File: src/rtl/rp_analog_pkg.sv
// analog path definitions

package rp_analog_pkg;

  ////////////////////////////////////////////////////////////////////////////
  // sample widths
  ////////////////////////////////////////////////////////////////////////////

  localparam int unsigned ADC_DW      = 14; // adc sample
  localparam int unsigned DAC_DW      = 14; // dac sample
  localparam int unsigned SUM_DW      = 15; // asg + pid before clamping
  localparam int unsigned ADC_RAW_LSB = 2;  // reserved low pins of the 16 bit adc

  // pulse density outputs
  localparam int unsigned PDM_CHN = 4;
  localparam int unsigned PDM_DWC = 8; // duty resolution

  // negative slope code of sample zero
  // sign 0, remaining bits inverted
  localparam logic [DAC_DW-1:0] DAC_ZERO_CODE = 14'h1FFF;

endpackage

File: src/rtl/rp_bus_pkg.sv
// system bus definitions

package rp_bus_pkg;

  ////////////////////////////////////////////////////////////////////////////
  // bus geometry
  ////////////////////////////////////////////////////////////////////////////

  localparam int unsigned SYS_AW      = 32; // address width
  localparam int unsigned SYS_DW      = 32; // data width
  localparam int unsigned SYS_RW      = 3;  // region field, address bits 22..20
  localparam int unsigned SYS_OW      = 20; // byte offset inside one region
  localparam int unsigned SYS_REGIONS = 8;

  // regions with a slave behind them
  localparam int unsigned REG_HK  = 0; // housekeeping
  localparam int unsigned REG_AMS = 4; // mixed signal bank

  // housekeeping map
  localparam logic [SYS_DW-1:0] HK_ID       = 32'h5250_0100; // read only id word
  localparam logic [SYS_OW-1:0] HK_OFS_ID   = 20'h00000;
  localparam logic [SYS_OW-1:0] HK_OFS_LOOP = 20'h00004; // digital loop, bit 0
  localparam logic [SYS_OW-1:0] HK_OFS_LED  = 20'h00030;

  // pdm duties, one word per channel
  localparam logic [SYS_OW-1:0] AMS_OFS_PDM  = 20'h00020;
  localparam logic [SYS_OW-1:0] AMS_OFS_STEP = 20'h00004;

  // address seen two ways: raw word or region/offset split
  typedef struct packed {
    logic [SYS_AW-SYS_RW-SYS_OW-1:0] unused; // upper bits, ignored
    logic [SYS_RW-1:0]               region;
    logic [SYS_OW-1:0]               offset;
  } sys_addr_s;

  typedef union packed {
    logic [SYS_AW-1:0] raw;
    sys_addr_s         fld;
  } sys_addr_u;

endpackage
File: src/rtl/rp_fabric_top.sv
// scope and generator fabric top
`timescale 1ns/100ps

module rp_fabric_top (
  input  logic                                              adc_clk,
  input  logic                                              arst_n_i,
  // system bus, master outside
  input  logic [rp_bus_pkg::SYS_AW-1:0]                     sys_addr_i,
  input  logic [rp_bus_pkg::SYS_DW-1:0]                     sys_wdata_i,
  input  logic                                              sys_wen_i,
  input  logic                                              sys_ren_i,
  output logic [rp_bus_pkg::SYS_DW-1:0]                     sys_rdata_o,
  output logic                                              sys_ack_o,
  output logic                                              sys_err_o,
  // adc pins and converted samples
  input  logic [rp_analog_pkg::ADC_DW+rp_analog_pkg::ADC_RAW_LSB-1:rp_analog_pkg::ADC_RAW_LSB]
                                                            adc_dat_a_i,
  input  logic [rp_analog_pkg::ADC_DW+rp_analog_pkg::ADC_RAW_LSB-1:rp_analog_pkg::ADC_RAW_LSB]
                                                            adc_dat_b_i,
  output logic signed [rp_analog_pkg::ADC_DW-1:0]           adc_a_o,
  output logic signed [rp_analog_pkg::ADC_DW-1:0]           adc_b_o,
  // generator and controller samples
  input  logic signed [rp_analog_pkg::DAC_DW-1:0]           asg_a_i,
  input  logic signed [rp_analog_pkg::DAC_DW-1:0]           asg_b_i,
  input  logic signed [rp_analog_pkg::DAC_DW-1:0]           pid_a_i,
  input  logic signed [rp_analog_pkg::DAC_DW-1:0]           pid_b_i,
  // outputs
  output logic [rp_analog_pkg::DAC_DW-1:0]                  dac_dat_a_o,
  output logic [rp_analog_pkg::DAC_DW-1:0]                  dac_dat_b_o,
  output logic [rp_analog_pkg::PDM_CHN-1:0]                 pdm_o,
  output logic [7:0]                                        led_o
);

  ////////////////////////////////////////////////////////////////////////////
  // bus fan-out
  ////////////////////////////////////////////////////////////////////////////

  logic [rp_bus_pkg::SYS_REGIONS-1:0]                         slv_wen;
  logic [rp_bus_pkg::SYS_REGIONS-1:0]                         slv_ren;
  logic [rp_bus_pkg::SYS_REGIONS-1:0][rp_bus_pkg::SYS_DW-1:0] slv_rdata;
  logic [rp_bus_pkg::SYS_REGIONS-1:0]                         slv_ack;
  logic [rp_bus_pkg::SYS_REGIONS-1:0]                         slv_err;

  logic                                                       digital_loop;
  logic [rp_analog_pkg::PDM_CHN-1:0][rp_analog_pkg::PDM_DWC-1:0] pdm_cfg;

  // regions 1..3 and 5..7 have no slave, decoder answers them itself
  assign slv_rdata[3:1] = '0;
  assign slv_rdata[7:5] = '0;
  assign slv_ack[3:1]   = '0;
  assign slv_ack[7:5]   = '0;
  assign slv_err[3:1]   = '0;
  assign slv_err[7:5]   = '0;

  rp_sys_decoder sys_dec_i (
    .adc_clk     (adc_clk),
    .arst_n_i    (arst_n_i),
    .sys_addr_i  (sys_addr_i),
    .sys_wen_i   (sys_wen_i),
    .sys_ren_i   (sys_ren_i),
    .sys_rdata_o (sys_rdata_o),
    .sys_ack_o   (sys_ack_o),
    .sys_err_o   (sys_err_o),
    .slv_wen_o   (slv_wen),
    .slv_ren_o   (slv_ren),
    .slv_rdata_i (slv_rdata),
    .slv_ack_i   (slv_ack),
    .slv_err_i   (slv_err)
  );

  ////////////////////////////////////////////////////////////////////////////
  // slaves and data path
  ////////////////////////////////////////////////////////////////////////////

  rp_housekeeping hk_i (
    .adc_clk        (adc_clk),
    .arst_n_i       (arst_n_i),
    .sys_addr_i     (sys_addr_i),
    .sys_wdata_i    (sys_wdata_i),
    .sys_wen_i      (slv_wen[rp_bus_pkg::REG_HK]),
    .sys_ren_i      (slv_ren[rp_bus_pkg::REG_HK]),
    .sys_rdata_o    (slv_rdata[rp_bus_pkg::REG_HK]),
    .sys_ack_o      (slv_ack[rp_bus_pkg::REG_HK]),
    .sys_err_o      (slv_err[rp_bus_pkg::REG_HK]),
    .digital_loop_o (digital_loop),
    .led_o          (led_o)
  );

  rp_analog_io analog_i (
    .adc_clk        (adc_clk),
    .arst_n_i       (arst_n_i),
    .adc_dat_a_i    (adc_dat_a_i),
    .adc_dat_b_i    (adc_dat_b_i),
    .digital_loop_i (digital_loop),
    .asg_a_i        (asg_a_i),
    .asg_b_i        (asg_b_i),
    .pid_a_i        (pid_a_i),
    .pid_b_i        (pid_b_i),
    .adc_a_o        (adc_a_o),
    .adc_b_o        (adc_b_o),
    .dac_dat_a_o    (dac_dat_a_o),
    .dac_dat_b_o    (dac_dat_b_o)
  );

  rp_ams ams_i (
    .adc_clk     (adc_clk),
    .arst_n_i    (arst_n_i),
    .sys_addr_i  (sys_addr_i),
    .sys_wdata_i (sys_wdata_i),
    .sys_wen_i   (slv_wen[rp_bus_pkg::REG_AMS]),
    .sys_ren_i   (slv_ren[rp_bus_pkg::REG_AMS]),
    .sys_rdata_o (slv_rdata[rp_bus_pkg::REG_AMS]),
    .sys_ack_o   (slv_ack[rp_bus_pkg::REG_AMS]),
    .sys_err_o   (slv_err[rp_bus_pkg::REG_AMS]),
    .pdm_cfg_o   (pdm_cfg)
  );

  rp_pdm pdm_i (
    .adc_clk   (adc_clk),
    .arst_n_i  (arst_n_i),
    .pdm_cfg_i (pdm_cfg),
    .pdm_o     (pdm_o)
  );

endmodule

File: src/rtl/rp_pdm.sv
// first order pulse density modulator
`timescale 1ns/100ps

module rp_pdm (
  input  logic                                                          adc_clk,
  input  logic                                                          arst_n_i,
  input  logic [rp_analog_pkg::PDM_CHN-1:0][rp_analog_pkg::PDM_DWC-1:0] pdm_cfg_i,
  output logic [rp_analog_pkg::PDM_CHN-1:0]                             pdm_o
);

  logic [rp_analog_pkg::PDM_CHN-1:0][rp_analog_pkg::PDM_DWC-1:0] acc_q;
  logic [rp_analog_pkg::PDM_CHN-1:0][rp_analog_pkg::PDM_DWC:0]   sum;   // carry on top

  // duty of d gives d carries every 2**PDM_DWC cycles
  always_comb
  begin
    for (int ch = 0; ch < rp_analog_pkg::PDM_CHN; ch++)
      sum[ch] = {1'b0, acc_q[ch]} + {1'b0, pdm_cfg_i[ch]};
  end

  always_ff @(posedge adc_clk or negedge arst_n_i)
  begin
    if (!arst_n_i)
    begin
      acc_q <= '0;
      pdm_o <= '0;
    end
    else
    begin
      for (int ch = 0; ch < rp_analog_pkg::PDM_CHN; ch++)
      begin
        acc_q[ch] <= sum[ch][rp_analog_pkg::PDM_DWC-1:0]; // wraps
        pdm_o[ch] <= sum[ch][rp_analog_pkg::PDM_DWC];     // registered carry
      end
    end
  end

endmodule

File: src/rtl/rp_ams.sv
// mixed signal register bank
`timescale 1ns/100ps

module rp_ams (
  input  logic                          adc_clk,
  input  logic                          arst_n_i,
  // region 4 slave port
  input  logic [rp_bus_pkg::SYS_AW-1:0] sys_addr_i,
  input  logic [rp_bus_pkg::SYS_DW-1:0] sys_wdata_i,
  input  logic                          sys_wen_i,
  input  logic                          sys_ren_i,
  output logic [rp_bus_pkg::SYS_DW-1:0] sys_rdata_o,
  output logic                          sys_ack_o,
  output logic                          sys_err_o,
  // duties for the modulator
  output logic [rp_analog_pkg::PDM_CHN-1:0][rp_analog_pkg::PDM_DWC-1:0] pdm_cfg_o
);

  rp_bus_pkg::sys_addr_u                                         addr;
  logic [rp_analog_pkg::PDM_CHN-1:0]                             hit;    // per channel
  logic [rp_analog_pkg::PDM_CHN-1:0][rp_analog_pkg::PDM_DWC-1:0] duty_q;
  logic                                                          ack_q;
  logic [rp_bus_pkg::SYS_DW-1:0]                                 rd_nxt;
  logic [rp_bus_pkg::SYS_DW-1:0]                                 rdata_q;

  assign addr.raw = sys_addr_i;

  // channel n at base + n words
  always_comb
  begin
    logic [rp_bus_pkg::SYS_OW-1:0] ch_ofs;
    ch_ofs = rp_bus_pkg::AMS_OFS_PDM;
    rd_nxt = '0;
    for (int ch = 0; ch < rp_analog_pkg::PDM_CHN; ch++)
    begin
      hit[ch] = (addr.fld.offset == ch_ofs);
      if (hit[ch])
        rd_nxt[rp_analog_pkg::PDM_DWC-1:0] = duty_q[ch]; // zero extended
      ch_ofs = ch_ofs + rp_bus_pkg::AMS_OFS_STEP;
    end
  end

  always_ff @(posedge adc_clk or negedge arst_n_i)
  begin
    if (!arst_n_i)
    begin
      duty_q <= '0;
      ack_q  <= 1'b0;
    end
    else
    begin
      ack_q <= sys_wen_i | sys_ren_i;
      for (int ch = 0; ch < rp_analog_pkg::PDM_CHN; ch++)
      begin
        if (sys_wen_i && hit[ch])
          duty_q[ch] <= sys_wdata_i[rp_analog_pkg::PDM_DWC-1:0]; // low byte only
      end
    end
  end

  always_ff @(posedge adc_clk)
  begin
    if (sys_ren_i)
      rdata_q <= rd_nxt;
  end

  assign sys_rdata_o = rdata_q;
  assign sys_ack_o   = ack_q;
  assign sys_err_o   = 1'b0;
  assign pdm_cfg_o   = duty_q;

endmodule

File: src/rtl/rp_analog_io.sv
// adc and dac sample path
`timescale 1ns/100ps

module rp_analog_io (
  input  logic                                    adc_clk,
  input  logic                                    arst_n_i,
  // raw adc pins, low reserved bits dropped
  input  logic [rp_analog_pkg::ADC_DW+rp_analog_pkg::ADC_RAW_LSB-1:rp_analog_pkg::ADC_RAW_LSB]
                                                  adc_dat_a_i,
  input  logic [rp_analog_pkg::ADC_DW+rp_analog_pkg::ADC_RAW_LSB-1:rp_analog_pkg::ADC_RAW_LSB]
                                                  adc_dat_b_i,
  input  logic                                    digital_loop_i,
  // generator and controller
  input  logic signed [rp_analog_pkg::DAC_DW-1:0] asg_a_i,
  input  logic signed [rp_analog_pkg::DAC_DW-1:0] asg_b_i,
  input  logic signed [rp_analog_pkg::DAC_DW-1:0] pid_a_i,
  input  logic signed [rp_analog_pkg::DAC_DW-1:0] pid_b_i,
  // samples and codes
  output logic signed [rp_analog_pkg::ADC_DW-1:0] adc_a_o,
  output logic signed [rp_analog_pkg::ADC_DW-1:0] adc_b_o,
  output logic [rp_analog_pkg::DAC_DW-1:0]        dac_dat_a_o,
  output logic [rp_analog_pkg::DAC_DW-1:0]        dac_dat_b_o
);

  // negative slope <-> two's complement, same map both ways
  function automatic logic [rp_analog_pkg::DAC_DW-1:0] flip_slope(
    input logic [rp_analog_pkg::DAC_DW-1:0] val
  );
    return {val[rp_analog_pkg::DAC_DW-1], ~val[rp_analog_pkg::DAC_DW-2:0]};
  endfunction

  // clamp to +8191 / -8192 when the top two sum bits differ
  function automatic logic [rp_analog_pkg::DAC_DW-1:0] clamp(
    input logic [rp_analog_pkg::SUM_DW-1:0] sum
  );
    logic sgn;
    sgn = sum[rp_analog_pkg::SUM_DW-1];
    if (sgn ^ sum[rp_analog_pkg::SUM_DW-2])
      return {sgn, {(rp_analog_pkg::DAC_DW-1){~sgn}}};
    return sum[rp_analog_pkg::DAC_DW-1:0];
  endfunction

  logic [rp_analog_pkg::ADC_DW-1:0] adc_raw_a_q, adc_raw_b_q;
  logic [rp_analog_pkg::SUM_DW-1:0] dac_sum_a, dac_sum_b;
  logic [rp_analog_pkg::DAC_DW-1:0] dac_a, dac_b;  // saturated, two's complement

  ////////////////////////////////////////////////////////////////////////////
  // adc side
  ////////////////////////////////////////////////////////////////////////////

  always_ff @(posedge adc_clk or negedge arst_n_i)
  begin
    if (!arst_n_i)
    begin
      adc_raw_a_q <= '0;
      adc_raw_b_q <= '0;
    end
    else
    begin
      adc_raw_a_q <= adc_dat_a_i; // pin capture
      adc_raw_b_q <= adc_dat_b_i;
    end
  end

  // loop takes the dac value before its output register
  assign adc_a_o = digital_loop_i ? dac_a : flip_slope(adc_raw_a_q);
  assign adc_b_o = digital_loop_i ? dac_b : flip_slope(adc_raw_b_q);

  ////////////////////////////////////////////////////////////////////////////
  // dac side
  ////////////////////////////////////////////////////////////////////////////

  assign dac_sum_a = {asg_a_i[rp_analog_pkg::DAC_DW-1], asg_a_i}
                   + {pid_a_i[rp_analog_pkg::DAC_DW-1], pid_a_i};
  assign dac_sum_b = {asg_b_i[rp_analog_pkg::DAC_DW-1], asg_b_i}
                   + {pid_b_i[rp_analog_pkg::DAC_DW-1], pid_b_i};
  assign dac_a     = clamp(dac_sum_a);
  assign dac_b     = clamp(dac_sum_b);

  always_ff @(posedge adc_clk or negedge arst_n_i)
  begin
    if (!arst_n_i)
    begin
      dac_dat_a_o <= rp_analog_pkg::DAC_ZERO_CODE; // mid scale out of reset
      dac_dat_b_o <= rp_analog_pkg::DAC_ZERO_CODE;
    end
    else
    begin
      dac_dat_a_o <= flip_slope(dac_a);
      dac_dat_b_o <= flip_slope(dac_b);
    end
  end

endmodule

File: src/rtl/rp_housekeeping.sv
// housekeeping register bank
`timescale 1ns/100ps

module rp_housekeeping (
  input  logic                          adc_clk,
  input  logic                          arst_n_i,
  // region 0 slave port
  input  logic [rp_bus_pkg::SYS_AW-1:0] sys_addr_i,
  input  logic [rp_bus_pkg::SYS_DW-1:0] sys_wdata_i,
  input  logic                          sys_wen_i,
  input  logic                          sys_ren_i,
  output logic [rp_bus_pkg::SYS_DW-1:0] sys_rdata_o,
  output logic                          sys_ack_o,
  output logic                          sys_err_o,
  // configuration
  output logic                          digital_loop_o,
  output logic [7:0]                    led_o
);

  rp_bus_pkg::sys_addr_u         addr;
  logic                          loop_q;
  logic [7:0]                    led_q;
  logic                          ack_q;
  logic [rp_bus_pkg::SYS_DW-1:0] rd_nxt;
  logic [rp_bus_pkg::SYS_DW-1:0] rdata_q;

  assign addr.raw = sys_addr_i;

  ////////////////////////////////////////////////////////////////////////////
  // write side
  ////////////////////////////////////////////////////////////////////////////

  always_ff @(posedge adc_clk or negedge arst_n_i)
  begin
    if (!arst_n_i)
    begin
      loop_q <= 1'b0;
      led_q  <= '0;
      ack_q  <= 1'b0;
    end
    else
    begin
      ack_q <= sys_wen_i | sys_ren_i; // every access answered next cycle
      if (sys_wen_i)
      begin
        case (addr.fld.offset)
          rp_bus_pkg::HK_OFS_LOOP: loop_q <= sys_wdata_i[0];
          rp_bus_pkg::HK_OFS_LED:  led_q  <= sys_wdata_i[7:0];
          default: ; // id is read only
        endcase
      end
    end
  end

  ////////////////////////////////////////////////////////////////////////////
  // read side
  ////////////////////////////////////////////////////////////////////////////

  always_comb
  begin
    rd_nxt = '0; // unknown offsets
    case (addr.fld.offset)
      rp_bus_pkg::HK_OFS_ID:   rd_nxt         = rp_bus_pkg::HK_ID;
      rp_bus_pkg::HK_OFS_LOOP: rd_nxt[0]      = loop_q;
      rp_bus_pkg::HK_OFS_LED:  rd_nxt[7:0]    = led_q;
      default: ;
    endcase
  end

  always_ff @(posedge adc_clk)
  begin
    if (sys_ren_i)
      rdata_q <= rd_nxt;
  end

  assign sys_rdata_o    = rdata_q;
  assign sys_ack_o      = ack_q;
  assign sys_err_o      = 1'b0; // no failing access here
  assign digital_loop_o = loop_q;
  assign led_o          = led_q;

endmodule

File: src/rtl/rp_sys_decoder.sv
// system bus region decoder
`timescale 1ns/100ps

module rp_sys_decoder (
  input  logic                                                       adc_clk,
  input  logic                                                       arst_n_i,
  // master side
  input  logic [rp_bus_pkg::SYS_AW-1:0]                              sys_addr_i,
  input  logic                                                       sys_wen_i,
  input  logic                                                       sys_ren_i,
  output logic [rp_bus_pkg::SYS_DW-1:0]                              sys_rdata_o,
  output logic                                                       sys_ack_o,
  output logic                                                       sys_err_o,
  // slave side with one entry per region
  output logic [rp_bus_pkg::SYS_REGIONS-1:0]                         slv_wen_o,
  output logic [rp_bus_pkg::SYS_REGIONS-1:0]                         slv_ren_o,
  input  logic [rp_bus_pkg::SYS_REGIONS-1:0][rp_bus_pkg::SYS_DW-1:0] slv_rdata_i,
  input  logic [rp_bus_pkg::SYS_REGIONS-1:0]                         slv_ack_i,
  input  logic [rp_bus_pkg::SYS_REGIONS-1:0]                         slv_err_i
);

  rp_bus_pkg::sys_addr_u              addr;
  logic [rp_bus_pkg::SYS_REGIONS-1:0] sel;         // one-hot region
  logic [rp_bus_pkg::SYS_RW-1:0]      pend_q;      // region of last request
  logic [rp_bus_pkg::SYS_RW-1:0]      rsp_reg;     // region routed back
  logic                               rsp_slave;   // routed region has a real slave
  logic                               strobe;

  assign addr.raw = sys_addr_i;
  assign strobe   = sys_wen_i | sys_ren_i;

  always_comb
  begin
    sel                  = '0;
    sel[addr.fld.region] = 1'b1;
  end

  // strobes only reach the addressed region
  assign slv_wen_o = sel & {rp_bus_pkg::SYS_REGIONS{sys_wen_i}};
  assign slv_ren_o = sel & {rp_bus_pkg::SYS_REGIONS{sys_ren_i}};

  // remember where the request went since slaves answer one cycle later
  always_ff @(posedge adc_clk or negedge arst_n_i)
  begin
    if (!arst_n_i)
      pend_q <= '0;
    else if (strobe)
      pend_q <= addr.fld.region;
  end

  assign rsp_reg   = strobe ? addr.fld.region : pend_q;
  assign rsp_slave = (int'(rsp_reg) == rp_bus_pkg::REG_HK)
                   || (int'(rsp_reg) == rp_bus_pkg::REG_AMS);

  // unused regions give zero data and an ack with the strobe
  assign sys_ack_o   = rsp_slave ? slv_ack_i[rsp_reg] : strobe;
  assign sys_rdata_o = rsp_slave ? slv_rdata_i[rsp_reg] : '0;
  assign sys_err_o   = rsp_slave & slv_err_i[rsp_reg];

endmodule

File: config.mk
export PLATFORM = sky130hd
export DESIGN_NAME = rp_fabric_top
export DESIGN_NICKNAME = d
export VERILOG_FILES = /design/src/rtl/rp_analog_pkg.sv /design/src/rtl/rp_bus_pkg.sv /design/src/rtl/rp_fabric_top.sv /design/src/rtl/rp_pdm.sv /design/src/rtl/rp_ams.sv /design/src/rtl/rp_analog_io.sv /design/src/rtl/rp_housekeeping.sv /design/src/rtl/rp_sys_decoder.sv
export SDC_FILE = /design/constraint.sdc
export NUM_CORES = 1
export LEC_CHECK = 0
export ABC_AREA = 1
export BUFFER_PORTS_ARGS = -buffer_cell sky130_fd_sc_hd__buf_2
export CAP_MARGIN = 20
export CORE_ASPECT_RATIO = 0.7
export CORE_MARGIN = 2
export CORE_UTILIZATION = 25
export CTS_CLUSTER_DIAMETER = 100
export DETAILED_ROUTE_END_ITERATION = 8
export PLACE_DENSITY_LB_ADDON = 0.3
export SLEW_MARGIN = 20
export SYNTH_ARGS = -nofsm -noshare
export SYNTH_HDL_FRONTEND = slang
export SYNTH_SLANG_ARGS = --single-unit
File: constraint.sdc
create_clock -name adc_clk -period 3.44 [get_ports adc_clk]
set_input_delay 0.516 -clock adc_clk [delete_from_list [all_inputs] [get_ports adc_clk]]
set_output_delay 0.516 -clock adc_clk [all_outputs]
set_load 0.005 [all_outputs]
==> results of run 1 <==
[cell usage in the layout, fill, tap and decap left out, types with 3 or more instances in the layout]
| cell type | count |
|---|---|
| sky130_fd_sc_hd__or2_2 | 12 |
| sky130_fd_sc_hd__nand2_2 | 8 |
| sky130_fd_sc_hd__conb_1 | 19 |
| sky130_fd_sc_hd__clkinv_2 | 4 |
| sky130_fd_sc_hd__dfrtp_1 | 112 |
| sky130_fd_sc_hd__nor2_1 | 97 |
| sky130_fd_sc_hd__o21bai_1 | 6 |
| sky130_fd_sc_hd__diode_2 | 3 |
| sky130_fd_sc_hd__fa_1 | 6 |
| sky130_fd_sc_hd__nand3_1 | 33 |
| sky130_fd_sc_hd__inv_8 | 4 |
| sky130_fd_sc_hd__inv_1 | 137 |
| sky130_fd_sc_hd__o211ai_1 | 4 |
| sky130_fd_sc_hd__buf_2 | 200 |
| sky130_fd_sc_hd__nor3_1 | 4 |
| sky130_fd_sc_hd__nand2_4 | 4 |
| sky130_fd_sc_hd__dfstp_2 | 26 |
| sky130_fd_sc_hd__a21oi_1 | 63 |
| sky130_fd_sc_hd__xor2_1 | 29 |
| sky130_fd_sc_hd__nand4_1 | 13 |
| sky130_fd_sc_hd__ha_1 | 60 |
| sky130_fd_sc_hd__buf_4 | 10 |
| sky130_fd_sc_hd__clkbuf_16 | 17 |
| sky130_fd_sc_hd__o21ai_1 | 30 |
| sky130_fd_sc_hd__a31oi_1 | 3 |
| sky130_fd_sc_hd__edfxtp_1 | 17 |
| sky130_fd_sc_hd__o21ai_2 | 13 |
| sky130_fd_sc_hd__inv_2 | 3 |
| sky130_fd_sc_hd__o21ai_0 | 34 |
| sky130_fd_sc_hd__nand2_1 | 274 |
| sky130_fd_sc_hd__xnor2_1 | 14 |
[cell type report]
type	instances	share of cell area, %
Antenna cell	3	0.0683
Clock buffer	18	4.00
Clock inverter	14	1.46
Inverter	140	4.78
Multi-Input combinational cell	744	37.9
Sequential cell	155	36.4
Tap cell	472	5.38
Timing Repair Buffer	212	10.1
[layer usage]
layer	global-route usage [%]	up-vias	share of wire (%)
met4	4.34	0	1.5
met1	20.8	3475	52
li1	-	3770	-
met2	19.5	178	41
met3	3.00	18	4.6
met5	0	-	0
[per-stage QoR]
| stage | total power, mW | instance area (µm²) | cells | hold slack (ps) | util [%] |
|---|---|---|---|---|---|
| 6_report | 4.82 | 11000 | 1758 | 30.0 | 31.5 |
| 4_1_cts | 4.90 | 11000 | 1755 | 46.1 | 31.5 |
| 5_1_grt | 5.09 | 11000 | 1758 | 46.5 | 31.5 |
| 3_3_place_gp | 2.92 | 10400 | 1723 | 453 | 29.7 |
| 2_1_floorplan | 2.56 | 8960 | 1081 | 220 | - |
| 3_5_place_dp | 2.92 | 10400 | 1723 | 460 | 29.7 |
[state kept, by name, indices dropped and copies added (netlist names)]
signal	count
sys_dec_i.pend_q	3
analog_i.adc_raw_a_q	14
analog_i.dac_dat_b_o	14
pdm_i.acc_q	32
hk_i.sys_rdata_o	9
hk_i.digital_loop_o	1
analog_i.adc_raw_b_q	14
hk_i.sys_ack_o	1
analog_i.dac_dat_a_o	14
pdm_i.pdm_o	4
hk_i.led_o	8
ams_i.pdm_cfg_o	32
ams_i.sys_ack_o	1
ams_i.sys_rdata_o	8
[worst max path at each step]
stage,start,end,cells past startpoint
4_1_cts,asg_b_i[0],adc_b_o[4],13
3_5_place_dp,asg_b_i[0],adc_b_o[4],13
6_report,asg_a_i[8],adc_a_o[11],14
5_1_grt,asg_a_i[8],adc_a_o[11],14
3_3_place_gp,asg_b_i[0],adc_b_o[4],13
2_1_floorplan,asg_a_i[0],adc_a_o[7],15
[cell usage after synthesis (2+ instances only)]
cell,number
sky130_fd_sc_hd__nand2_1,274
sky130_fd_sc_hd__inv_1,137
sky130_fd_sc_hd__dfrtp_1,112
sky130_fd_sc_hd__nor2_1,97
sky130_fd_sc_hd__a21oi_1,63
sky130_fd_sc_hd__ha_1,60
sky130_fd_sc_hd__o21ai_0,34
sky130_fd_sc_hd__nand3_1,33
sky130_fd_sc_hd__o21ai_1,30
sky130_fd_sc_hd__xor2_1,29
sky130_fd_sc_hd__buf_4,26
sky130_fd_sc_hd__dfstp_2,26
sky130_fd_sc_hd__edfxtp_1,17
sky130_fd_sc_hd__xnor2_1,14
sky130_fd_sc_hd__nand4_1,13
sky130_fd_sc_hd__o21ai_2,13
sky130_fd_sc_hd__or2_2,12
sky130_fd_sc_hd__nand2_2,8
sky130_fd_sc_hd__clkbuf_1,7
sky130_fd_sc_hd__fa_1,6
sky130_fd_sc_hd__o21bai_1,6
sky130_fd_sc_hd__buf_2,4
sky130_fd_sc_hd__buf_6,4
sky130_fd_sc_hd__nand2_4,4
sky130_fd_sc_hd__nor3_1,4
sky130_fd_sc_hd__o211ai_1,4
sky130_fd_sc_hd__a31oi_1,3
sky130_fd_sc_hd__inv_2,3
sky130_fd_sc_hd__a21oi_2,2
sky130_fd_sc_hd__and2_1,2
sky130_fd_sc_hd__nand3b_1,2
sky130_fd_sc_hd__nor2_2,2
sky130_fd_sc_hd__nor3_4,2
[worst max-delay path, cell delays in order]
cell                      delay [ps]
sky130_fd_sc_hd__buf_2           100
sky130_fd_sc_hd__ha_1            350
sky130_fd_sc_hd__a21oi_1         290
sky130_fd_sc_hd__nand2_1         130
sky130_fd_sc_hd__a21oi_1         220
sky130_fd_sc_hd__nand2_1          80
sky130_fd_sc_hd__nand2_1          80
sky130_fd_sc_hd__nand2_1         100
sky130_fd_sc_hd__nand2_2         220
sky130_fd_sc_hd__nand2_1          80
sky130_fd_sc_hd__nand2_1          90
sky130_fd_sc_hd__nand2_1          80
sky130_fd_sc_hd__nand2_1         150
sky130_fd_sc_hd__buf_2           140
[power groups by stage]
stage,registers (mW),logic [mW],clock network (mW)
2_1_floorplan,2.10,0.453,0
3_3_place_gp,2.09,0.833,0
3_5_place_dp,2.09,0.835,0
4_1_cts,2.06,0.838,2.00
5_1_grt,2.06,0.943,2.09
6_report,2.06,0.826,1.94
[logic make-up (layout without fill, tap and decap cells)]
kind of cell / Yosys count / count (layout)
AND/OR/NAND/NOR: 459 / 459
buffers and inverters: 182 / 384
AO/OA/AOI/OAI: 157 / 157
flip-flops: 155 / 155
adder cells (fa/ha/maj): 66 / 66
XOR/XNOR: 43 / 43
other: 1 / 22
==> results.env, run 1 <==
H-TREE-DEPTH=4
GRT_MAX_DEGREE=58
TIMING.CRITICAL_PATH.FANOUT_MAX=13
DR.PASS1.ITERS=4
CTS.REPORTEDPATHS.CLKPINSLEW_PS=60
SYNTH_FA_HA_AREA_SHARE_PCT=9.79
POSTSYNTH.TOPFLOPCELL='sky130_fd_sc_hd__dfrtp_1'
DRT_ITER0_DRC=472
CRIT_REQUIRED_PS=2920
P_INT_mW=3.45
NETSWITCHINGPOWER_mW=1.37
FOOTPRINT_OF_THE_FLIP_FLOPS_AND_LATCHES_UM2=4000
ROWS=57
MULTI_INPUT_AREA_UM2=4160
SETUP_TOTAL_NEGATIVE_SLACK_PS=0
SYNTH_LARGEST_TYPE_AREA_FRACTION_PCT=31.5
FINALWORSTPATHREQUIREDPERIOD_PS=3150
GPL.FINAL_WEIGHTED_CONGESTION=0.897
TIMING_WORST_SETUP_PATH_TYPE='primary input to primary output'
DIE_H_UM=162
FINAL.SETUP_SKEW_PS=7.88
PLACE_WS_PS=167
NUMCLOCKSINKS=155
COMPLEX_GATE_FRACTION_OF_THE_SYNTHESIZED_AREA_PCT=9.86
WORST_R2R_STARTPOINT='ams_i.pdm_cfg_o[24]'
RSZ_0062_RAISED_AFTER_GLOBAL_ROUTING='false'
EFFECTIVE_UTILIZATION_AT_FLOORPLAN_PCT=25.5
SYNTH_TOP_FAMILY_BY_AREA='simple AND/OR/NAND/NOR gates'
TRANSITION_TIME_OF_THE_TIGHTEST_SLEW_CHECK_PIN_PS=779
POSTSYNTHCELLCOUNT=1063
POSTSYNTH.ASYNCRESETSHARE_PCT=89.0
CTS_TREE='built'
DETAIL_ROUTED_NET_LENGTH_PER_STANDARD_CELL_UM=14.2
CLKPWRFRAC_PCT=40.2
REG2REGPATHDEPTH=10
COMB_POWER_SHARE_PCT=17.1
STATIC-LEAKAGE-POWER_nW=6.00
NUM-NETS-FINAL=1488
FINAL_ANTENNA_NET_COUNT=0
HOLDCRITPATHCLASS='primary input to asynchronous set/reset pin'
WORST_SLEW_MARGIN_REL_PCT=47.9
ROOT_BUFFER='sky130_fd_sc_hd__clkbuf_16'
CRIT_ARRIVAL_PS=2640
SYNTH-SEQ-AREA-SHARE_PCT=44.9
LAYOUT_WORST_PATH_CYCLE_SHARE_PCT=91.6
CTS_RESIZED=0
POST-CTS-SETUP-BUFFER-COUNT=0
FINAL_NUMBER_OF_SETUP_VIOLATING_ENDPOINTS=0
FLOORPLAN.CORE_AREA_UM2=34900
SETUP.WORST_PATH.START_CLASS='primary input'
CTS_BUFFERS=17
FINAL_LAYOUT_SIZE_SUFFIX_GT1_SHARE_PCT=24.9
ROUTE.DETAILED.DRC=0
NUM_VIAS=7441
GRT_USE_TOTAL_PCT=13.8
GRT_PASS1_WL_UM=39500
IOS=254
SYNTHESIS.YOSYS.WARNINGS=0
YOSYSUNIQUECELLTYPES=43
IR_WORST_VDD_V=0.000303
VIAS_IN_THE_FIRST_GLOBAL_ROUTE=7168
REG2REG_TO='pdm_i.pdm_o[3]'
MAPPEDNETLISTAREA_UM2=8900
MAX-CAP-VIOLATIONS=0
FMAXACHIEVABLE_MHz=317
DIE_WIDTH_UM=229
OVERFLOW=0
FILLER_CELL_COUNT=3716
ROUTE.DETAILED.VIAS_PER_INST=4.23
ROUTE.FINAL.WIRE_LENGTH_UM=24900
MAX-CLOCK-PATH-BUFFERS=2
AREAGROWTHSYNTHTOFINISH_PCT=23.5
HOLD_BUFFERS=0
DIEAREA_UM2=37100
SYNTH.LARGEST_AREA_CELL='sky130_fd_sc_hd__dfrtp_1'
SYNTH-EDFF-COUNT=17
POSTSYNTHREGISTERBITS=155
SYNTH.MUX.AREA_FRACTION_PCT=0
POST_SYNTH_XOR_AREA_FRACTION_PCT=4.23
SYNTH_AREA_PER_CELL_UM2=8.37
SYNTHTOPCELLSBYAREA='sky130_fd_sc_hd__dfrtp_1 32%, sky130_fd_sc_hd__nand2_1 12%, sky130_fd_sc_hd__ha_1 8.4%'
ANTENNA_FOUND_INITIAL=3
WORSTSETUPENDPOINTTYPE='primary output'
SETUP_WS_PS=288
PLACEMENT.IO_BUFFERS=201
CLKLATENCYLATEPIN_PS=440
SEQ_POWER_SHARE_PCT=42.7
SW_FRAC_OF_TOTAL_PCT=28.5
FINAL_HOLD_VIOLS=0
STATUS='complete, no violations'
HPWLAFTERDP_UM=19800
PWR_DENSITY_CELL_nW_PER_UM2=439
SETUP.REG_TO_REG.WORST_SLACK_PS=1370
FINAL_MAX_SLEW_VIOL_COUNT=0
SYNTH-SIMPLE-AREA-SHARE_PCT=22.0
(Power assumes the default switching activity.)
==> inputs of run 2 (changes only) <==
MAX_ROUTING_LAYER = met4   (was not set)
==> run 2 against run 1 <==
Net effect: design area about the same; sequential share of layout area about the same; worst setup slack improved by 20 ps; non-clock buffer count increased by 1; via count decreased by 0.40%; register-to-register slack about the same; core utilization about the same; clock-buffer cell count unchanged; clock skew increased by 0.63 ps; critical path type unchanged; highest routed layer unchanged.
==> results.env, run 2 (synthesis results as in run 1) <==
STATUS='complete, no violations'  # unchanged
ROUTE.DETAILED.DRC=0  # unchanged
GRT_MAX_DEGREE=69  # was 58
FINAL_HOLD_VIOLS=0  # unchanged
FINAL_LAYOUT_SIZE_SUFFIX_GT1_SHARE_PCT=25.0  # was 24.9%
DPL_CELL_AREA_UM2=10400  # about the same
RSZ_0062_RAISED_AFTER_GLOBAL_ROUTING='false'  # unchanged
PWR_DENSITY_CELL_nW_PER_UM2=437  # was 439 nW/µm²
TIMING_WORST_SETUP_PATH_TYPE='primary input to primary output'  # unchanged
FINAL.SETUP_SKEW_PS=8.51  # was 7.88 ps
FMAXACHIEVABLE_MHz=319  # was 317 MHz
MULTI_INPUT_AREA_UM2=4160  # unchanged
CRIT_ARRIVAL_PS=2620  # was 2640 ps
CTS_RESIZED=0  # unchanged
HOLD_BUFFERS=0  # unchanged
SEQ_POWER_SHARE_PCT=42.8  # was 42.7%
AREAGROWTHSYNTHTOFINISH_PCT=23.4  # was 23.5%
MAX-CAP-VIOLATIONS=0  # unchanged
FINALWORSTPATHREQUIREDPERIOD_PS=3130  # was 3150 ps
OVERFLOW=0  # unchanged
DPL.CELL_COUNT=1724  # was 1,723
FINAL_ANTENNA_NET_COUNT=0  # unchanged
FILLER_CELL_COUNT=3707  # was 3,716
DIE_WIDTH_UM=229  # unchanged
VIAS_IN_THE_FIRST_GLOBAL_ROUTE=7041  # was 7,168
SLOWEST_STAGE_DELAY_ON_CRITICAL_PATH_PS=350  # about the same
POST-CTS-SETUP-BUFFER-COUNT=0  # unchanged
PLACE_WS_PS=158  # was 167 ps
LAYOUT_WORST_PATH_CYCLE_SHARE_PCT=91.0  # was 91.6%
SETUP.WORST_PATH.START_CLASS='primary input'  # unchanged
IOS=254  # unchanged
ROOT_BUFFER='sky130_fd_sc_hd__clkbuf_16'  # unchanged
FLOORPLAN.CORE_AREA_UM2=34900  # unchanged
H-TREE-DEPTH=4  # unchanged
NUM-NETS-FINAL=1489  # was 1,488
CTS_BUFFERS=17  # unchanged
P_INT_mW=3.39  # was 3.45 mW
MAX-CLOCK-PATH-BUFFERS=2  # unchanged
SETUP_TOTAL_NEGATIVE_SLACK_PS=0  # unchanged
HPWLAFTERDP_UM=19900  # was 19,800 µm
FINAL_NUMBER_OF_SETUP_VIOLATING_ENDPOINTS=0  # unchanged
WORST_SLEW_MARGIN_REL_PCT=46.9  # was 47.9%
SETUP_WS_PS=308  # was 288 ps
CTS_TREE='built'  # unchanged
ROUTE.DETAILED.VIAS_PER_INST=4.22  # was 4.23
WORST_PATH_MAX_DELAY_CELL='sky130_fd_sc_hd__ha_1'  # unchanged
FIN_CELLS=1757  # was 1,758
NETSWITCHINGPOWER_mW=1.42  # was 1.37 mW
STATIC-LEAKAGE-POWER_nW=5.99  # was 6.00 nW
GRT_USE_TOTAL_PCT=14.2  # was 13.8%
DIEAREA_UM2=37100  # unchanged
COMB_POWER_SHARE_PCT=17.4  # was 17.1%
WORST_PATH_MOST_REPEATED_CELL='sky130_fd_sc_hd__nand2_1'  # unchanged
FINAL_MAX_SLEW_VIOL_COUNT=0  # unchanged
DRT_ITER0_DRC=432  # was 472
TRANSITION_TIME_OF_THE_TIGHTEST_SLEW_CHECK_PIN_PS=793  # was 779 ps
DETAIL_ROUTED_NET_LENGTH_PER_STANDARD_CELL_UM=14.2  # about the same
IR_WORST_VDD_V=0.000315  # was 0.000303 V
ROUTE.FINAL.WIRE_LENGTH_UM=24900  # about the same
NUM_VIAS=7411  # was 7,441
GRT_PASS1_WL_UM=39200  # was 39,500 µm
CTS.REPORTEDPATHS.CLKPINSLEW_PS=70  # was 60 ps
PLACEMENT.IO_BUFFERS=201  # unchanged
WORSTSETUPENDPOINTTYPE='primary output'  # unchanged
FOOTPRINT_OF_THE_FLIP_FLOPS_AND_LATCHES_UM2=4000  # unchanged
HOLDCRITPATHCLASS='primary input to asynchronous set/reset pin'  # unchanged
SW_FRAC_OF_TOTAL_PCT=29.5  # was 28.5%
TIMING.CRITICAL_PATH.FANOUT_MAX=8  # was 13
GPL.FINAL_WEIGHTED_CONGESTION=0.891  # was 0.897
DR.PASS1.ITERS=5  # was 4
ROWS=57  # unchanged
NUMCLOCKSINKS=155  # unchanged
CLKLATENCYLATEPIN_PS=440  # about the same
MOST_COMMON_LIBRARY_CELL_IN_THE_LAYOUT_IGNORING_FILL_AND_TAPS='sky130_fd_sc_hd__nand2_1'  # unchanged
CRIT_REQUIRED_PS=2920  # about the same
FINAL_AREA_UM2=11000  # about the same
ANTENNA_FOUND_INITIAL=1  # was 3
DIE_H_UM=162  # unchanged
LAYOUT.CELLS.MOST_COMMON_LIST='274 x sky130_fd_sc_hd__nand2_1, 200 x sky130_fd_sc_hd__buf_2, 137 x sky130_fd_sc_hd__inv_1, 112 x sky130_fd_sc_hd__dfrtp_1, 97 x sky130_fd_sc_hd__nor2_1'  # unchanged
CLKPWRFRAC_PCT=39.9  # was 40.2%
EFFECTIVE_UTILIZATION_AT_FLOORPLAN_PCT=25.5  # unchanged
WORSTPATHCELLLIST='buf_2, ha_1, a21oi_1, nand2_1, a21oi_1, nand2_1, nand2_1, nand4_1, buf_4, nand2_1, nand2_1, nand2_1, buf_2'  # was buf_2, ha_1, a21oi_1, nand2_1, a21oi_1, nand2_1, nand2_1, nand2_1, nand2_2, nand2_1, nand2_1, nand2_1, nand2_1, buf_2
==> run 2: cell count changes in the layout (fill, tap and decap cells not counted) <==
cell	before	now
sky130_fd_sc_hd__buf_4	10	11
sky130_fd_sc_hd__bufinv_16	2	1
sky130_fd_sc_hd__clkinv_2	4	0
sky130_fd_sc_hd__clkinvlp_4	0	1
sky130_fd_sc_hd__inv_6	2	8
sky130_fd_sc_hd__inv_8	4	2
sky130_fd_sc_hd__diode_2	3	1
==> run 2: metrics by stage <==
step	hold WS, ps	total power [mW]	utilization, %
after detailed placement	460	2.93	29.8
after CTS	77.1	4.88	31.4
after global routing	93.1	5.06	31.5
after global placement	453	2.93	29.8
after floorplan	220	2.56	-
final	56.8	4.80	31.5
==> run 2: per-layer routing <==
metal / track usage, % / wire length [µm]
met5: - / 0
met1: 20.7 / 13100
met3: 3.39 / 1080
met4: 3.25 / 220
met2: 19.6 / 10500
==> run 2: worst max-delay path: cells and delay by family <==
family | cells | cell delay [ps]
buffers and inverters | 3 | 460
adders and majority gates | 1 | 350
and+or+nand+nor | 7 | 780
AOI/OAI and AO/OA | 2 | 510
==> run 2: cell type report <==
class                      count  share of cell area (%)
timing repair buffer         213                    10.2
inverter                     140                    4.79
clock inverter                14                    1.35
clock buffer                  18                    4.00
sequential                   155                    36.4
antenna                        1                  0.0228
tap                          472                    5.38
multi-input combinational    744                    37.9
==> run 2: final timing paths <==
kind	start	end	slack, ps	cells past startpoint
max	asg_a_i[8]	adc_a_o[5]	310	13
min reg2reg	pdm_i.acc_q[8]	pdm_i.acc_q[8]	470	1
max reg2reg	ams_i.pdm_cfg_o[0]	pdm_i.pdm_o[0]	1380	10
min	arst_n_i	analog_i.adc_raw_a_q[7]	60	1
max in group asynchronous	arst_n_i	analog_i.dac_dat_b_o[0]	2580	2
min in group adc_clk	adc_dat_a_i[9]	analog_i.adc_raw_a_q[7]	180	1
==> run 2: power by group through the flow <==
stage	logic [mW]	registers (mW)	clock network [mW]
floorplan	0.453	2.10	0
global placement	0.840	2.09	0
detailed placement	0.840	2.09	0
CTS	0.844	2.06	1.98
global route	0.948	2.06	2.05
finish	0.834	2.05	1.91
==> inputs of run 3 (changes only) <==
==> constraint.sdc (replaced) <==
create_clock -name adc_clk -period 3.44 [get_ports adc_clk]
set_input_delay 0.172 -clock adc_clk [delete_from_list [all_inputs] [get_ports adc_clk]]
set_output_delay 0.172 -clock adc_clk [all_outputs]
set_load 0.005 [all_outputs]
==> run 3 against run 2 <==
Net effect: non-clock buffer count increased by 29; cell count is 1.7% higher; clock power is 2% lower; maximum frequency increased by 2.6%; die area is the same; first-iteration DRC count is 18% higher; critical endpoint is now adc_a_o[11]; highest routed layer unchanged.
==> results.env, run 3 (synthesis results as in run 1) <==
POSTLAYOUTCOREUTIL_PCT=32.3  # was 31.5%
DETAIL_ROUTED_NET_LENGTH_PER_STANDARD_CELL_UM=14.0  # was 14.2 µm
FINAL_NUMBER_OF_SETUP_VIOLATING_ENDPOINTS=0  # unchanged
MAX-CAP-VIOLATIONS=0  # unchanged
CRIT_REQUIRED_PS=3270  # was 2920 ps
CLKLATENCYLATEPIN_PS=440  # about the same
SETUP.WORST_PATH.START_CLASS='primary input'  # unchanged
TRANSITION_TIME_OF_THE_TIGHTEST_SLEW_CHECK_PIN_PS=1010  # was 793 ps
CTS.REPORTEDPATHS.CLKPINSLEW_PS=70  # about the same
EFFECTIVE_UTILIZATION_AT_FLOORPLAN_PCT=25.5  # unchanged
WHS_ENDPOINT='ams_i.sys_ack_o'
STATUS='complete, no violations'  # unchanged
GRT_USE_TOTAL_PCT=14.3  # was 14.2%
IOS=254  # unchanged
GRT_MAX_DEGREE=78  # was 69
PLACEMENT.IO_BUFFERS=201  # unchanged
HOLDCRITSTARTPOINT='sys_addr_i[22]'
LAYOUT.CELLS.MOST_COMMON_LIST='274 x sky130_fd_sc_hd__nand2_1, 200 x sky130_fd_sc_hd__buf_2, 137 x sky130_fd_sc_hd__inv_1, 112 x sky130_fd_sc_hd__dfrtp_1, 97 x sky130_fd_sc_hd__nor2_1'  # unchanged
NUM-NETS-FINAL=1518  # was 1,489
REG2REG_TO='pdm_i.pdm_o[1]'  # was pdm_i.pdm_o[0]
WORSTSETUPENDPOINTTYPE='primary output'  # unchanged
DR.PASS1.ITERS=5  # unchanged
CTS_TREE='built'  # unchanged
ANTENNA_FOUND_INITIAL=1  # unchanged
FINAL_LAYOUT_SIZE_SUFFIX_GT1_SHARE_PCT=24.1  # was 25.0%
VIAS_IN_THE_FIRST_GLOBAL_ROUTE=7185  # was 7,041
TIMING.CRITICAL_PATH.FANOUT_MAX=13  # was 8
SETUP_WS_PS=388  # was 308 ps
FINAL_MAX_SLEW_VIOL_COUNT=0  # unchanged
GPL.FINAL_WEIGHTED_CONGESTION=0.900  # was 0.891
CTS_BUFFERS=17  # unchanged
DPL_CELL_AREA_UM2=10300  # was 10,400 µm²
DIEAREA_UM2=37100  # unchanged
FMAXACHIEVABLE_MHz=328  # was 319 MHz
HPWLAFTERDP_UM=19700  # was 19,900 µm
MIN_PATH_CELLS=3
ROOT_BUFFER='sky130_fd_sc_hd__clkbuf_16'  # unchanged
HOLD_SLACK_PS=51.2  # was 56.8 ps
WORST_R2R_STARTPOINT='ams_i.pdm_cfg_o[8]'  # was ams_i.pdm_cfg_o[0]
WORST_SLEW_MARGIN_REL_PCT=32.5  # was 46.9%
IR_WORST_VDD_V=0.000305  # was 0.000315 V
DIE_H_UM=162  # unchanged
NUM_VIAS=7490  # was 7,411
AREAGROWTHSYNTHTOFINISH_PCT=26.6  # was 23.4%
SETUP.REG_TO_REG.WORST_SLACK_PS=1390  # was 1380 ps
FINALWORSTPATHREQUIREDPERIOD_PS=3050  # was 3130 ps
ROUTE.DETAILED.DRC=0  # unchanged
REG2REGPATHDEPTH=10  # unchanged
DIE_WIDTH_UM=229  # unchanged
TIMING_WORST_SETUP_PATH_TYPE='primary input to primary output'  # unchanged
RSZ_0062_RAISED_AFTER_GLOBAL_ROUTING='false'  # unchanged
ROWS=57  # unchanged
SETUP_TOTAL_NEGATIVE_SLACK_PS=0  # unchanged
FINAL_AREA_UM2=11300  # was 11,000 µm²
OVERFLOW=0  # unchanged
GRT_PASS1_WL_UM=39800  # was 39,200 µm
ROUTE.FINAL.WIRE_LENGTH_UM=25100  # was 24,900 µm
DRT_ITER0_DRC=509  # was 432
FINAL.SETUP_SKEW_PS=10.0  # was 8.51 ps
PWR_DENSITY_CELL_nW_PER_UM2=425  # was 437 nW/µm²
MOST_COMMON_LIBRARY_CELL_IN_THE_LAYOUT_IGNORING_FILL_AND_TAPS='sky130_fd_sc_hd__nand2_1'  # unchanged
H-TREE-DEPTH=4  # unchanged
PLACE_WS_PS=637  # was 158 ps
CRIT_ARRIVAL_PS=2880  # was 2620 ps
FLOORPLAN.CORE_AREA_UM2=34900  # unchanged
STATIC-LEAKAGE-POWER_nW=6.11  # was 5.99 nW
ROUTE.DETAILED.VIAS_PER_INST=4.19  # was 4.22
NUMCLOCKSINKS=155  # unchanged
MAX-CLOCK-PATH-BUFFERS=2  # unchanged
HOLDCRITPATHCLASS='primary input to flip-flop'  # was primary input to asynchronous set/reset pin
LAYOUT_WORST_PATH_CYCLE_SHARE_PCT=88.7  # was 91.0%
FINAL_ANTENNA_NET_COUNT=0  # unchanged
FINAL_HOLD_VIOLS=0  # unchanged
run 3: cell types whose count changed in the layout (fill, tap and decap cells not counted), moves of 2 or more:
cell	before	now
sky130_fd_sc_hd__dlygate4sd3_1	0	34
sky130_fd_sc_hd__buf_4	11	6
sky130_fd_sc_hd__clkinv_4	2	0
sky130_fd_sc_hd__clkinv_8	0	2
sky130_fd_sc_hd__inv_8	2	4
run 3: critical path: stages:
cell	delay [ps]
sky130_fd_sc_hd__dlygate4sd3_1	520
sky130_fd_sc_hd__buf_2	100
sky130_fd_sc_hd__ha_1	160
sky130_fd_sc_hd__inv_1	50
sky130_fd_sc_hd__fa_1	390
sky130_fd_sc_hd__inv_1	100
sky130_fd_sc_hd__nand2_1	60
sky130_fd_sc_hd__nand3_1	170
sky130_fd_sc_hd__nand2_1	130
sky130_fd_sc_hd__nand3_1	160
sky130_fd_sc_hd__nand2_2	110
sky130_fd_sc_hd__nand2_2	230
sky130_fd_sc_hd__nand2_1	80
sky130_fd_sc_hd__nand2_1	90
sky130_fd_sc_hd__nand2_1	70
sky130_fd_sc_hd__nand2_1	160
sky130_fd_sc_hd__buf_2	140
run 3: area by class of cell:
type / count / area [µm²]
Antenna cell: 1 / 2.50
Clock buffer: 18 / 439
Clock inverter: 14 / 144
Fill cell: 3700 / 23600
Inverter: 140 / 526
Multi-Input combinational cell: 744 / 4150
Sequential cell: 155 / 4000
Tap cell: 472 / 591
Timing Repair Buffer: 242 / 1420
run 3: worst max-delay path by stage:
stage | slack [ps] | cells after the start | from | end
floorplan | 1530 | 15 | asg_a_i[0] | adc_a_o[7]
global placement | 630 | 14 | asg_a_i[0] | adc_a_o[11]
detailed placement | 640 | 14 | asg_a_i[0] | adc_a_o[12]
CTS | 100 | 15 | pid_a_i[0] | adc_a_o[12]
global route | 90 | 17 | pid_a_i[0] | adc_a_o[11]
finish | 390 | 17 | pid_a_i[0] | adc_a_o[11]
run 3: where the power goes:
part | switching [mW] | total [mW] | internal, mW
logic | 0.519 | 0.861 | 0.342
registers | 0.0307 | 2.06 | 2.03
clock network | 0.883 | 1.87 | 0.989
run 3: metal layers:
layer	GRT usage [%]	wire, µm
met1	20.4	13000
met2	20.1	10600
met3	2.76	1050
met4	4.40	401
met5	-	0
run 3: through the flow:
stage          cells  total power, mW
2_1_floorplan   1081             2.56
3_3_place_gp    1716             2.91
3_5_place_dp    1716             2.91
4_1_cts         1782             4.85
5_1_grt         1786             5.05
6_report        1786             4.79
run 3: what timing repair did:
item                                    CTS  global route
gates resized for setup                   0             0
hold endpoints to repair                 92             0
hold buffers                             34             0
endpoints found under the setup margin    0            12
buffers inserted                          0             3
